--- src/source/rv_decode_pkg.sv ---
package rv_decode_pkg;

    ////////////////////////////////////////////////////////////////////////////
    // Instruction fields
    ////////////////////////////////////////////////////////////////////////////

    typedef logic [31:0] instr_t;
    typedef logic [6:0]  opcode_t;
    typedef logic [2:0]  funct3_t;
    typedef logic [6:0]  funct7_t;

    // Integer major opcodes handled by the core
    typedef enum logic [6:0] {
        op_arith_r = 7'b0110011,  // R-type, I/B/M
        op_arith_i = 7'b0010011,  // I-type arithmetic
        op_branch  = 7'b1100011,
        op_load    = 7'b0000011,
        op_store   = 7'b0100011,
        op_jal     = 7'b1101111,
        op_jalr    = 7'b1100111,
        op_auipc   = 7'b0010111,
        op_lui     = 7'b0110111,
        op_system  = 7'b1110011   // CSR, decoded as a bubble
    } opcode_e;

    // What funct3 means for the current opcode class
    localparam logic [1:0] f3_none   = 2'd0;
    localparam logic [1:0] f3_branch = 2'd1;
    localparam logic [1:0] f3_load   = 2'd2;

    ////////////////////////////////////////////////////////////////////////////
    // Compute unit modes
    ////////////////////////////////////////////////////////////////////////////

    typedef enum logic [7:0] {
        // Base integer ALU
        ccu_sub    = 8'h00,
        ccu_add    = 8'h01,
        ccu_and    = 8'h02,
        ccu_or     = 8'h03,
        ccu_xor    = 8'h04,
        ccu_srl    = 8'h05,
        ccu_sll    = 8'h06,
        ccu_sra    = 8'h07,
        ccu_slt    = 8'h08,
        ccu_sltu   = 8'h09,
        // Bit-manip ALU ops
        ccu_andn   = 8'h10,
        ccu_max    = 8'h11,
        ccu_maxu   = 8'h12,
        ccu_min    = 8'h13,
        ccu_minu   = 8'h14,
        ccu_orn    = 8'h15,
        ccu_sh1add = 8'h16,
        ccu_sh2add = 8'h17,
        ccu_sh3add = 8'h18,
        ccu_xnor   = 8'h19,
        // Bit count and rotate unit
        ccu_clz    = 8'h34,
        ccu_cpop   = 8'h35,
        ccu_ctz    = 8'h36,
        ccu_rol    = 8'h37,
        ccu_ror    = 8'h38,
        ccu_roli   = 8'h39,
        ccu_rori   = 8'h3A,
        // Multiply / divide unit
        ccu_mul    = 8'h40,
        ccu_mulh   = 8'h41,
        ccu_mulhsu = 8'h42,
        ccu_mulhu  = 8'h43,
        ccu_div    = 8'h44,
        ccu_divu   = 8'h45,
        ccu_rem    = 8'h46,
        ccu_remu   = 8'h47
    } ccu_mode_e;

    ////////////////////////////////////////////////////////////////////////////
    // Next-PC, memory and mux selects
    ////////////////////////////////////////////////////////////////////////////

    typedef enum logic [3:0] {
        jump_npc   = 4'h0,  // pc + 4
        jump_offpc = 4'h1,  // pc + imm
        jump_neq   = 4'h2,
        jump_eq    = 4'h3,
        jump_slt   = 4'h4,
        jump_ult   = 4'h5,
        jump_sgt   = 4'h6,
        jump_ugt   = 4'h7,
        jump_jalr  = 4'h8   // rs1 + imm
    } jump_e;

    typedef enum logic [2:0] {
        mem_word   = 3'h0,
        mem_half   = 3'h1,
        mem_half_u = 3'h2,
        mem_byte   = 3'h3,
        mem_byte_u = 3'h4
    } mem_width_e;

    typedef enum logic [2:0] {
        src_a_reg  = 3'h0,
        src_a_pc   = 3'h1,
        src_a_zero = 3'h2
    } src_a_sel_e;

    typedef enum logic [2:0] {
        src_b_reg = 3'h0,
        src_b_imm = 3'h1
    } src_b_sel_e;

    typedef enum logic [2:0] {
        wb_alu  = 3'h0,
        wb_link = 3'h1,
        wb_mem  = 3'h2
    } wb_sel_e;

    // Everything the execute stage needs for one instruction
    typedef struct packed {
        src_a_sel_e src_a_sel;
        src_b_sel_e src_b_sel;
        wb_sel_e    wb_sel;
        logic       ans_sel;    // Take mul/div result
        ccu_mode_e  ccu_mode;
        logic       reg_we;
        mem_width_e mem_width;
        logic       mem_we;
        logic       mem_rd;
        jump_e      jump;
    } ctrl_bundle_t;

endpackage

--- src/source/alu_op_decoder.sv ---
`timescale 1ns/1ps

module alu_op_decoder import rv_decode_pkg::*; (
    input  funct7_t    funct7,
    input  funct3_t    funct3,
    input  logic [4:0] rs2_field,
    input  logic       is_imm,
    input  logic       alu_field_en,
    input  logic       is_branch,
    output ccu_mode_e  ccu_mode,
    output logic       ans_sel
);

    // Base RV32I table shared by register and immediate forms
    function automatic ccu_mode_e base_op(input funct3_t f3, input logic arith_shift);
        ccu_mode_e op;
        case (f3)
            3'd0:    op = ccu_add;
            3'd1:    op = ccu_sll;
            3'd2:    op = ccu_slt;
            3'd3:    op = ccu_sltu;
            3'd4:    op = ccu_xor;
            3'd5:    op = arith_shift ? ccu_sra : ccu_srl;
            3'd6:    op = ccu_or;
            default: op = ccu_and;
        endcase
        return op;
    endfunction

    ////////////////////////////////////////////////////////////////////////////
    // Register form
    ////////////////////////////////////////////////////////////////////////////

    ccu_mode_e reg_mode;
    logic      reg_md;     // M extension hit

    always_comb begin
        reg_mode = ccu_add;
        reg_md   = 1'b0;

        case (funct7)
            7'h00: reg_mode = base_op(funct3, 1'b0);

            7'h20: begin
                case (funct3)
                    3'd0:    reg_mode = ccu_sub;
                    3'd4:    reg_mode = ccu_xnor;
                    3'd5:    reg_mode = ccu_sra;
                    3'd6:    reg_mode = ccu_orn;
                    3'd7:    reg_mode = ccu_andn;
                    default: reg_mode = ccu_add;
                endcase
            end

            7'h10: begin  // Shift-and-add
                case (funct3)
                    3'd2:    reg_mode = ccu_sh1add;
                    3'd4:    reg_mode = ccu_sh2add;
                    3'd6:    reg_mode = ccu_sh3add;
                    default: reg_mode = ccu_add;
                endcase
            end

            7'h05: begin  // Min / max
                case (funct3)
                    3'd4:    reg_mode = ccu_min;
                    3'd5:    reg_mode = ccu_minu;
                    3'd6:    reg_mode = ccu_max;
                    3'd7:    reg_mode = ccu_maxu;
                    default: reg_mode = ccu_add;
                endcase
            end

            7'h30: begin  // Rotates
                case (funct3)
                    3'd1:    reg_mode = ccu_rol;
                    3'd5:    reg_mode = ccu_ror;
                    default: reg_mode = ccu_add;
                endcase
            end

            7'h01: begin
                reg_md = 1'b1;
                // mul .. remu follow funct3 directly
                reg_mode = ccu_mode_e'({5'b01000, funct3});
            end

            default: reg_mode = ccu_add;
        endcase
    end

    ////////////////////////////////////////////////////////////////////////////
    // Immediate form
    ////////////////////////////////////////////////////////////////////////////

    ccu_mode_e imm_mode;

    always_comb begin
        if (funct7 == 7'h30 && funct3 == 3'd1) begin
            case (rs2_field)  // Count ops, rs2 picks which
                5'd0:    imm_mode = ccu_clz;
                5'd1:    imm_mode = ccu_ctz;
                5'd2:    imm_mode = ccu_cpop;
                default: imm_mode = ccu_add;
            endcase
        end else if (funct7 == 7'h30 && funct3 == 3'd5) begin
            imm_mode = ccu_rori;
        end else begin
            // srai when any of imm[11:6] is set
            imm_mode = base_op(funct3, |funct7[6:1]);
        end
    end

    ////////////////////////////////////////////////////////////////////////////
    // Output select
    ////////////////////////////////////////////////////////////////////////////

    always_comb begin
        if (!alu_field_en) begin
            ccu_mode = is_branch ? ccu_sub : ccu_add;  // Compare or address add
            ans_sel  = 1'b0;
        end else if (is_imm) begin
            ccu_mode = imm_mode;
            ans_sel  = 1'b0;
        end else begin
            ccu_mode = reg_mode;
            ans_sel  = reg_md;
        end
    end

endmodule

--- src/source/branch_load_decoder.sv ---
`timescale 1ns/1ps

module branch_load_decoder import rv_decode_pkg::*; (
    input  funct3_t    funct3,
    input  logic [1:0] f3_use,
    input  jump_e      class_jump,
    output jump_e      jump,
    output mem_width_e mem_width
);

    always_comb begin
        jump      = class_jump;
        mem_width = mem_word;  // Stores stay at word width

        if (f3_use == f3_branch) begin
            case (funct3)
                3'd0:    jump = jump_eq;   // beq
                3'd1:    jump = jump_neq;  // bne
                3'd4:    jump = jump_slt;  // blt
                3'd5:    jump = jump_sgt;  // bge
                3'd6:    jump = jump_ult;  // bltu
                3'd7:    jump = jump_ugt;  // bgeu
                default: jump = jump_eq;
            endcase
        end else if (f3_use == f3_load) begin
            case (funct3)
                3'd0:    mem_width = mem_byte;
                3'd1:    mem_width = mem_half;
                3'd2:    mem_width = mem_word;
                3'd4:    mem_width = mem_byte_u;
                3'd5:    mem_width = mem_half_u;
                default: mem_width = mem_word;
            endcase
        end
    end

endmodule

--- src/source/decode_stage.sv ---
`timescale 1ns/1ps

module decode_stage import rv_decode_pkg::*; (
    input  logic         clk,
    input  logic         reset,
    input  logic         instr_valid,
    input  instr_t       instr,
    output logic         ctrl_valid,
    output ctrl_bundle_t ctrl
);

    // Instruction fields
    opcode_t    opcode;
    funct3_t    funct3;
    funct7_t    funct7;
    logic [4:0] rs2_field;

    assign opcode    = instr[6:0];
    assign funct3    = instr[14:12];
    assign rs2_field = instr[24:20];
    assign funct7    = instr[31:25];

    src_a_sel_e   src_a_sel;
    src_b_sel_e   src_b_sel;
    wb_sel_e      wb_sel;
    logic         reg_we;
    logic         mem_we;
    logic         mem_rd;
    logic         alu_field_en;
    logic         is_imm;
    logic         is_branch;
    jump_e        class_jump;
    logic [1:0]   f3_use;
    ccu_mode_e    ccu_mode;
    logic         ans_sel;
    jump_e        jump;
    mem_width_e   mem_width;
    ctrl_bundle_t ctrl_next;

    opcode_class_decoder u_class (
        .opcode       (opcode),
        .src_a_sel    (src_a_sel),
        .src_b_sel    (src_b_sel),
        .wb_sel       (wb_sel),
        .reg_we       (reg_we),
        .mem_we       (mem_we),
        .mem_rd       (mem_rd),
        .alu_field_en (alu_field_en),
        .is_imm       (is_imm),
        .class_jump   (class_jump),
        .f3_use       (f3_use)
    );

    assign is_branch = (f3_use == f3_branch);

    alu_op_decoder u_alu_op (
        .funct7       (funct7),
        .funct3       (funct3),
        .rs2_field    (rs2_field),
        .is_imm       (is_imm),
        .alu_field_en (alu_field_en),
        .is_branch    (is_branch),
        .ccu_mode     (ccu_mode),
        .ans_sel      (ans_sel)
    );

    branch_load_decoder u_br_ld (
        .funct3     (funct3),
        .f3_use     (f3_use),
        .class_jump (class_jump),
        .jump       (jump),
        .mem_width  (mem_width)
    );

    always_comb begin
        ctrl_next.src_a_sel = src_a_sel;
        ctrl_next.src_b_sel = src_b_sel;
        ctrl_next.wb_sel    = wb_sel;
        ctrl_next.ans_sel   = ans_sel;
        ctrl_next.ccu_mode  = ccu_mode;
        ctrl_next.reg_we    = reg_we;
        ctrl_next.mem_width = mem_width;
        ctrl_next.mem_we    = mem_we;
        ctrl_next.mem_rd    = mem_rd;
        ctrl_next.jump      = jump;
    end

    ////////////////////////////////////////////////////////////////////////////
    // Decode register
    ////////////////////////////////////////////////////////////////////////////

    always_ff @(posedge clk) begin
        if (reset) begin
            ctrl_valid <= 1'b0;
            ctrl       <= '0;
        end else begin
            ctrl_valid <= instr_valid;
            if (instr_valid) begin
                ctrl <= ctrl_next;  // Hold last bundle on bubbles
            end
        end
    end

endmodule

--- src/source/opcode_class_decoder.sv ---
`timescale 1ns/1ps

module opcode_class_decoder import rv_decode_pkg::*; (
    input  opcode_t    opcode,
    output src_a_sel_e src_a_sel,
    output src_b_sel_e src_b_sel,
    output wb_sel_e    wb_sel,
    output logic       reg_we,
    output logic       mem_we,
    output logic       mem_rd,
    output logic       alu_field_en,
    output logic       is_imm,
    output jump_e      class_jump,
    output logic [1:0] f3_use
);

    always_comb begin
        // Bubble unless the opcode says otherwise
        src_a_sel    = src_a_reg;
        src_b_sel    = src_b_reg;
        wb_sel       = wb_alu;
        reg_we       = 1'b0;
        mem_we       = 1'b0;
        mem_rd       = 1'b0;
        alu_field_en = 1'b0;
        is_imm       = 1'b0;
        class_jump   = jump_npc;
        f3_use       = f3_none;

        case (opcode)
            op_arith_r: begin
                reg_we       = 1'b1;
                alu_field_en = 1'b1;
            end

            op_arith_i: begin
                src_b_sel    = src_b_imm;
                reg_we       = 1'b1;
                alu_field_en = 1'b1;
                is_imm       = 1'b1;
            end

            op_branch: begin
                f3_use = f3_branch;  // Condition comes from funct3
            end

            op_load: begin
                src_b_sel = src_b_imm;
                wb_sel    = wb_mem;
                reg_we    = 1'b1;
                mem_rd    = 1'b1;
                f3_use    = f3_load;
            end

            op_store: begin
                src_b_sel = src_b_imm;  // Address is rs1 + imm
                mem_we    = 1'b1;
            end

            op_jal: begin
                wb_sel     = wb_link;
                reg_we     = 1'b1;
                class_jump = jump_offpc;
            end

            op_jalr: begin
                src_b_sel  = src_b_imm;
                wb_sel     = wb_link;
                reg_we     = 1'b1;
                class_jump = jump_jalr;
            end

            op_auipc: begin
                src_a_sel = src_a_pc;
                src_b_sel = src_b_imm;
                reg_we    = 1'b1;
            end

            op_lui: begin
                src_a_sel = src_a_zero;  // 0 + imm
                src_b_sel = src_b_imm;
                reg_we    = 1'b1;
            end

            op_system: begin
                // CSR access not supported, keep the bubble
            end

            default: begin
            end
        endcase
    end

endmodule

--- config.mk ---
export PLATFORM = sky130hd
export DESIGN_NAME = decode_stage
export DESIGN_NICKNAME = d
export VERILOG_FILES = /design/src/source/rv_decode_pkg.sv /design/src/source/alu_op_decoder.sv /design/src/source/branch_load_decoder.sv /design/src/source/decode_stage.sv /design/src/source/opcode_class_decoder.sv
export SDC_FILE = /design/constraint.sdc
export NUM_CORES = 1
export LEC_CHECK = 0
export ABC_AREA = 1
export BUFFER_PORTS_ARGS = -buffer_cell sky130_fd_sc_hd__clkbuf_2
export CAP_MARGIN = 10
export CORE_AREA = 2 2 62 64
export DETAILED_ROUTE_END_ITERATION = 8
export DIE_AREA = 0 0 64 66
export MAX_ROUTING_LAYER = met4
export PLACE_DENSITY = 0.74
export SLEW_MARGIN = 30
export SYNTH_ARGS = -nofsm -noshare
export SYNTH_HDL_FRONTEND = slang
export SYNTH_SLANG_ARGS = --single-unit
export TNS_END_PERCENT = 1
--- constraint.sdc ---
create_clock -name clk -period 1.3 [get_ports clk]
set_input_delay 0.26 -clock clk [delete_from_list [all_inputs] [get_ports clk]]
set_output_delay 0.26 -clock clk [all_outputs]
set_load 0.01 [all_outputs]
# Word-level counts from Yosys, hierarchy flattened
# Index checks and enable logic that the tools add are counted.
classes:
  eq_ne: 25
  n_mux: 32
  reduce_logical: 10
op_table:
  columns: ["cell", "count"]
  rows:
  - ["$pmux 8 s7", 1]
  - ["$pmux 8 s6", 1]
  - ["$eq 7x6->1 const B", 5]
  - ["$mux 8", 4]
  - ["$pmux 4 s7", 1]
  - ["$pmux 5 s5", 1]
  - ["$eq 7x5->1 const B", 3]
  - ["$eq 7x7->1 const B", 3]
  - ["$pmux 5 s4", 1]
  - ["$pmux 6 s3", 1]
  - ["$pmux 3 s5", 1]
  - ["$pmux 5 s3", 1]
  - ["$eq 3x3->1 const B", 4]
  - ["$pmux 2 s2", 3]
  - ["$pmux 3 s4", 1]
  - ["$pmux 6 s2", 1]
  - ["$reduce_or 6->1", 2]
  - ["$mux 1", 10]
  - ["$pmux 4 s2", 1]
  - ["$eq 7x1->1 const B", 1]
  - ["$eq 7x2->1 const B", 1]
  - ["$eq 7x3->1 const B", 1]
  - ["$logic_not 7->1", 1]
  - ["$reduce_or 7->1", 1]
  - ["other kinds (13)", 17]
totals:
  regBits: 29
  input_bits: 35
  out_inout_bits: 29
  elab_cells: 78

# Longest topological paths before layout
logic_depth:
  depth_word: 7
  depth_mapped: 12
  mapped_depth_nobuf: 11

# Modules after synthesis
# Synthesis repeated with hierarchy kept, for this count alone.
unflattened:
  cells_unflattened: 416
  area_unflattened_um2: 2262.2
by_module_without_submodules:
  columns: ["mod", "instances", "cells_each", "area_each_um2", "seq_area_each_um2"]
  rows:
  - ["decode_stage", 1, 182, 1186.1, 580.6]
  - ["alu_op_decoder", 1, 160, 708.2, 0.0]
  - ["opcode_class_decoder", 1, 47, 256.5, 0.0]
  - ["branch_load_decoder", 1, 27, 111.4, 0.0]

# Worst setup path before layout
# No wires, ideal clock.
synth_timing:
  kind: "in2reg"
  from: "input port instr[12]"
  to: "register ctrl[12] in the netlist's numbering"
  setup_time_ns: 0.132
  arrival_ns: 1.074
  required_ns: 1.168
  path_slack_ns: 0.094
  stages: 10
  n_path_buf: 1
  path_cell_list: "buf_2 -> inv_1 -> nand2_1 -> nor2_1 -> o21ai_0 -> nand2_1 -> inv_1 -> nand3_1 -> nand3_1 -> a21oi_1"
synth_via:
  elab_chain_cells: 6
  word_cells_on_any_way: 21
  classes_between: "eq/ne (7); mux (11); reduce/logical (3)"
synth_lines:
  columns: ["item", "line", "source"]
  rows:
  - ["from (decl)", "decode_stage.sv:7", "input instr_t instr,"]
  - ["$eq 3x3->1, or another cell as far along", null, null]
  - ["$pmux 8 s7 or $logic_and 1x1->1 (tied branches)", "alu_op_decoder.sv:17, alu_op_decoder.sv:106", null]
  - ["$mux 8", "alu_op_decoder.sv:106", "end else if (funct7 == 7'h30 && funct3 == 3'd5) begin"]
  - ["$mux 8", "alu_op_decoder.sv:99", "if (funct7 == 7'h30 && funct3 == 3'd1) begin"]
  - ["$mux 8 *", "alu_op_decoder.sv:122", "end else if (is_imm) begin"]
  - ["$mux 8 *", "alu_op_decoder.sv:119", "if (!alu_field_en) begin"]
  - ["to (signal assigned)", "decode_stage.sv:99", "ctrl <= ctrl_next;"]
  - ["to (decl)", "decode_stage.sv:9", "output ctrl_bundle_t ctrl"]
# Mark *: on every way between the ends. The rest lies on a longest branch, timed or not.
# A chain may end at the register's enable or synchronous reset.

==> results_dict.tcl <==
set metrics [dict create \
    clkLatencyLatePin_ns 0.30 \
    detail_route.wirelength_um 4070 \
    drive_gt1_share_pct 30.2 \
    syn_area_um2 1670 \
    max_stage_delay_ns 0.38 \
    antenna_cells 0 \
    dpl_worst_slack_ns -0.108 \
    gp_congestion 0.928 \
    post_cts_buffers 0 \
    min_period_over_period_pct 83.3 \
    end_kind "primary output" \
    clock.fmax_mhz 923 \
    seqCellArea_um2 460 \
    start_util_pct 47.1 \
    htree_levels 1 \
    core_area_um2 3550 \
    p_per_area_nw_per_um2 634 \
    p_seq_share_pct 52.8 \
    io_buffers 48 \
    grt_pass1_vias 1681 \
    skew_ns 0 \
    die_x_um 64 \
    cts_resized 0 \
    drt-pass1-iter-count 5 \
    synth_edf_count 0 \
    setup_viol 0 \
    die_area_um2 4220 \
    cap_violations 0 \
    worstPathArrival_ns 0.82 \
    ys_ff_latch 23 \
    clkPwrFrac_pct 23.9 \
    final_max_slew_viol_count 0 \
    combPwrFrac_pct 23.3 \
    synth-seq-area-share_pct 27.5 \
    hold_viol_final 0 \
    swShare_pct 29.7 \
    antenna_found_initial 0 \
    p_int_mw 0.967 \
    cts_sinks 23 \
    synth_top_area_cell "dfxtp_1" \
    grt_pass1_wl_um 6870 \
    fillCellCount 367 \
    syn_inst 277 \
    critical_path_class "reg -> out" \
    synthFlopType "dfxtp_1" \
    viasPerCell 4.81 \
    die_y_um 66 \
    cp.buffers_inverters 1 \
    synthToLayoutAreaGrowth_pct 29.8 \
    cts_buffer_depth 2 \
    yosys_warnings 0 \
    cts.reportedPaths.clkPinSlew_ns 0.13 \
    cp-start-kind "flip-flop" \
    cts_tree "done" \
    power_leakage_nw 1.19 \
    grt_util_all_layers_pct 20.5 \
    path_delay_family "flip-flops" \
    cp.required_ns 1.04 \
    slowest_stage "dfxtp_1" \
    synth-async-reset-ratio_pct 0 \
    pin_count 64 \
    timing.setup.tns_ns 0 \
    drc 0 \
    cts_root_buf "clkbuf_4" \
    irDropWorstVdd_v 0.000326 \
    synth_cell_types 31 \
    wire_per_inst_um 10.2 \
    grt_setup_unrepaired "no" \
    hold_buffers 0 \
    hp-class "in -> reg" \
    drtIter0Drc 61 \
    p_sw_mw 0.409 \
    drtAntennaViolNets 0 \
    crit_fanout 3 \
    grt_overflow 0 \
    nNetsFinal 387 \
    synth_top_area_share_pct 27.5 \
    hold_ws_ns 0.273 \
    period_needed_ns 1.08 \
    rows 22 \
    grt_max_degree 20 \
    multi_input_area_um2 1010 \
    synthTopCellsByArea "dfxtp_1, nand2_1, nand3_1" \
    hpwl_um 3370 \
    setup_slack_ns 0.217 \
    vias 1921 \
    cts_buffers 3 \
    outcome "finished, final reports clean" \
    synth.top_cells.by_count "nand2_1, nand3_1, inv_1, nor2_1, dfxtp_1" \
    crit_chain "clkbuf_2" \
    fin_util_pct 61.1 \
    yosysMostFrequentCell "nand2_1" \
    synth.avg_cell_area_um2 6.03 \
]
power by group through the flow:
stage | Clock, mW | Sequential [mW] | Combinational, mW
final | 0.328 | 0.726 | 0.321
after global routing | 0.363 | 0.729 | 0.362
after CTS | 0.334 | 0.727 | 0.322
after detailed placement | 0 | 0.743 | 0.321
after global placement | 0 | 0.742 | 0.317
after floorplan | 0 | 0.750 | 0.170
layout by cell type (no fill, tap or decap), drive strengths merged:
cell type / count
nand3b: 2
o21bai: 1
nand2: 88
dfxtp: 23
o21ai: 15
conb: 5
nor4: 1
nand4: 2
a31oi: 1
clkbuf: 51
nor3: 1
buf: 31
inv: 34
nand3: 32
o211ai: 1
nor2: 38
o22ai: 1
clkinv: 2
a21oi: 21
a41oi: 1
path summary, 6_finish.rpt:
kind | from | end | slack [ns] | cells past startpoint
setup reg to reg | ctrl[22] | ctrl[22] | 0.63 | 2
hold reg to reg | ctrl[11] | ctrl[11] | 0.47 | 2
hold / removal | instr[4] | ctrl[25] | 0.27 | 3
setup / recovery | ctrl[4] | ctrl[20] | 0.22 | 1
cells by family (layout without fill, tap and decap cells):
kind of cell	Yosys count	after routing	synth area share, %
AOI/OAI and AO/OA	41	41	13.2
buffers and inverters	48	118	12.8
and+or+nand+nor	164	164	46.3
other	1	5	0.224
DFF	23	23	27.5
area by class of cell:
| class | count | share of cell area, % |
|---|---|---|
| multi-input cells | 210 | 46.7 |
| inverters | 35 | 6.29 |
| clock inverters | 1 | 0.231 |
| well taps | 48 | 2.77 |
| flip-flops and latches | 23 | 21.2 |
| clock buffers | 3 | 1.04 |
| repair buffers | 79 | 21.8 |
metrics by stage:
step                instance area (um2)  cells  total power [mW]
global placement                   2140    395              1.06
detailed placement                 2140    395              1.06
CTS                                2170    399              1.38
global route                       2170    399              1.45
floorplan                          1690    281             0.919
finish                             2170    399              1.38
tightest hold or removal path: cells and delay by family:
family,cells,cell delay [ns]
and+or+nand+nor,1,0.10
AOI/OAI and AO/OA,1,0.05
buffers and inverters,1,0.13
registers in the layout, indices dropped and copies added, names as in the netlist:
register	cells
ctrl	22
ctrl_valid	1
routing by layer:
layer | global-route usage, % | vias to the layer above | routed length (um)
met5 | - | - | 0
met1 | 23.9 | 840 | 1850
li1 | - | 1024 | -
met2 | 37.5 | 53 | 2020
met4 | 6.52 | 0 | 46
met3 | 1.53 | 4 | 155
Power figures use the tool's default switching activity.
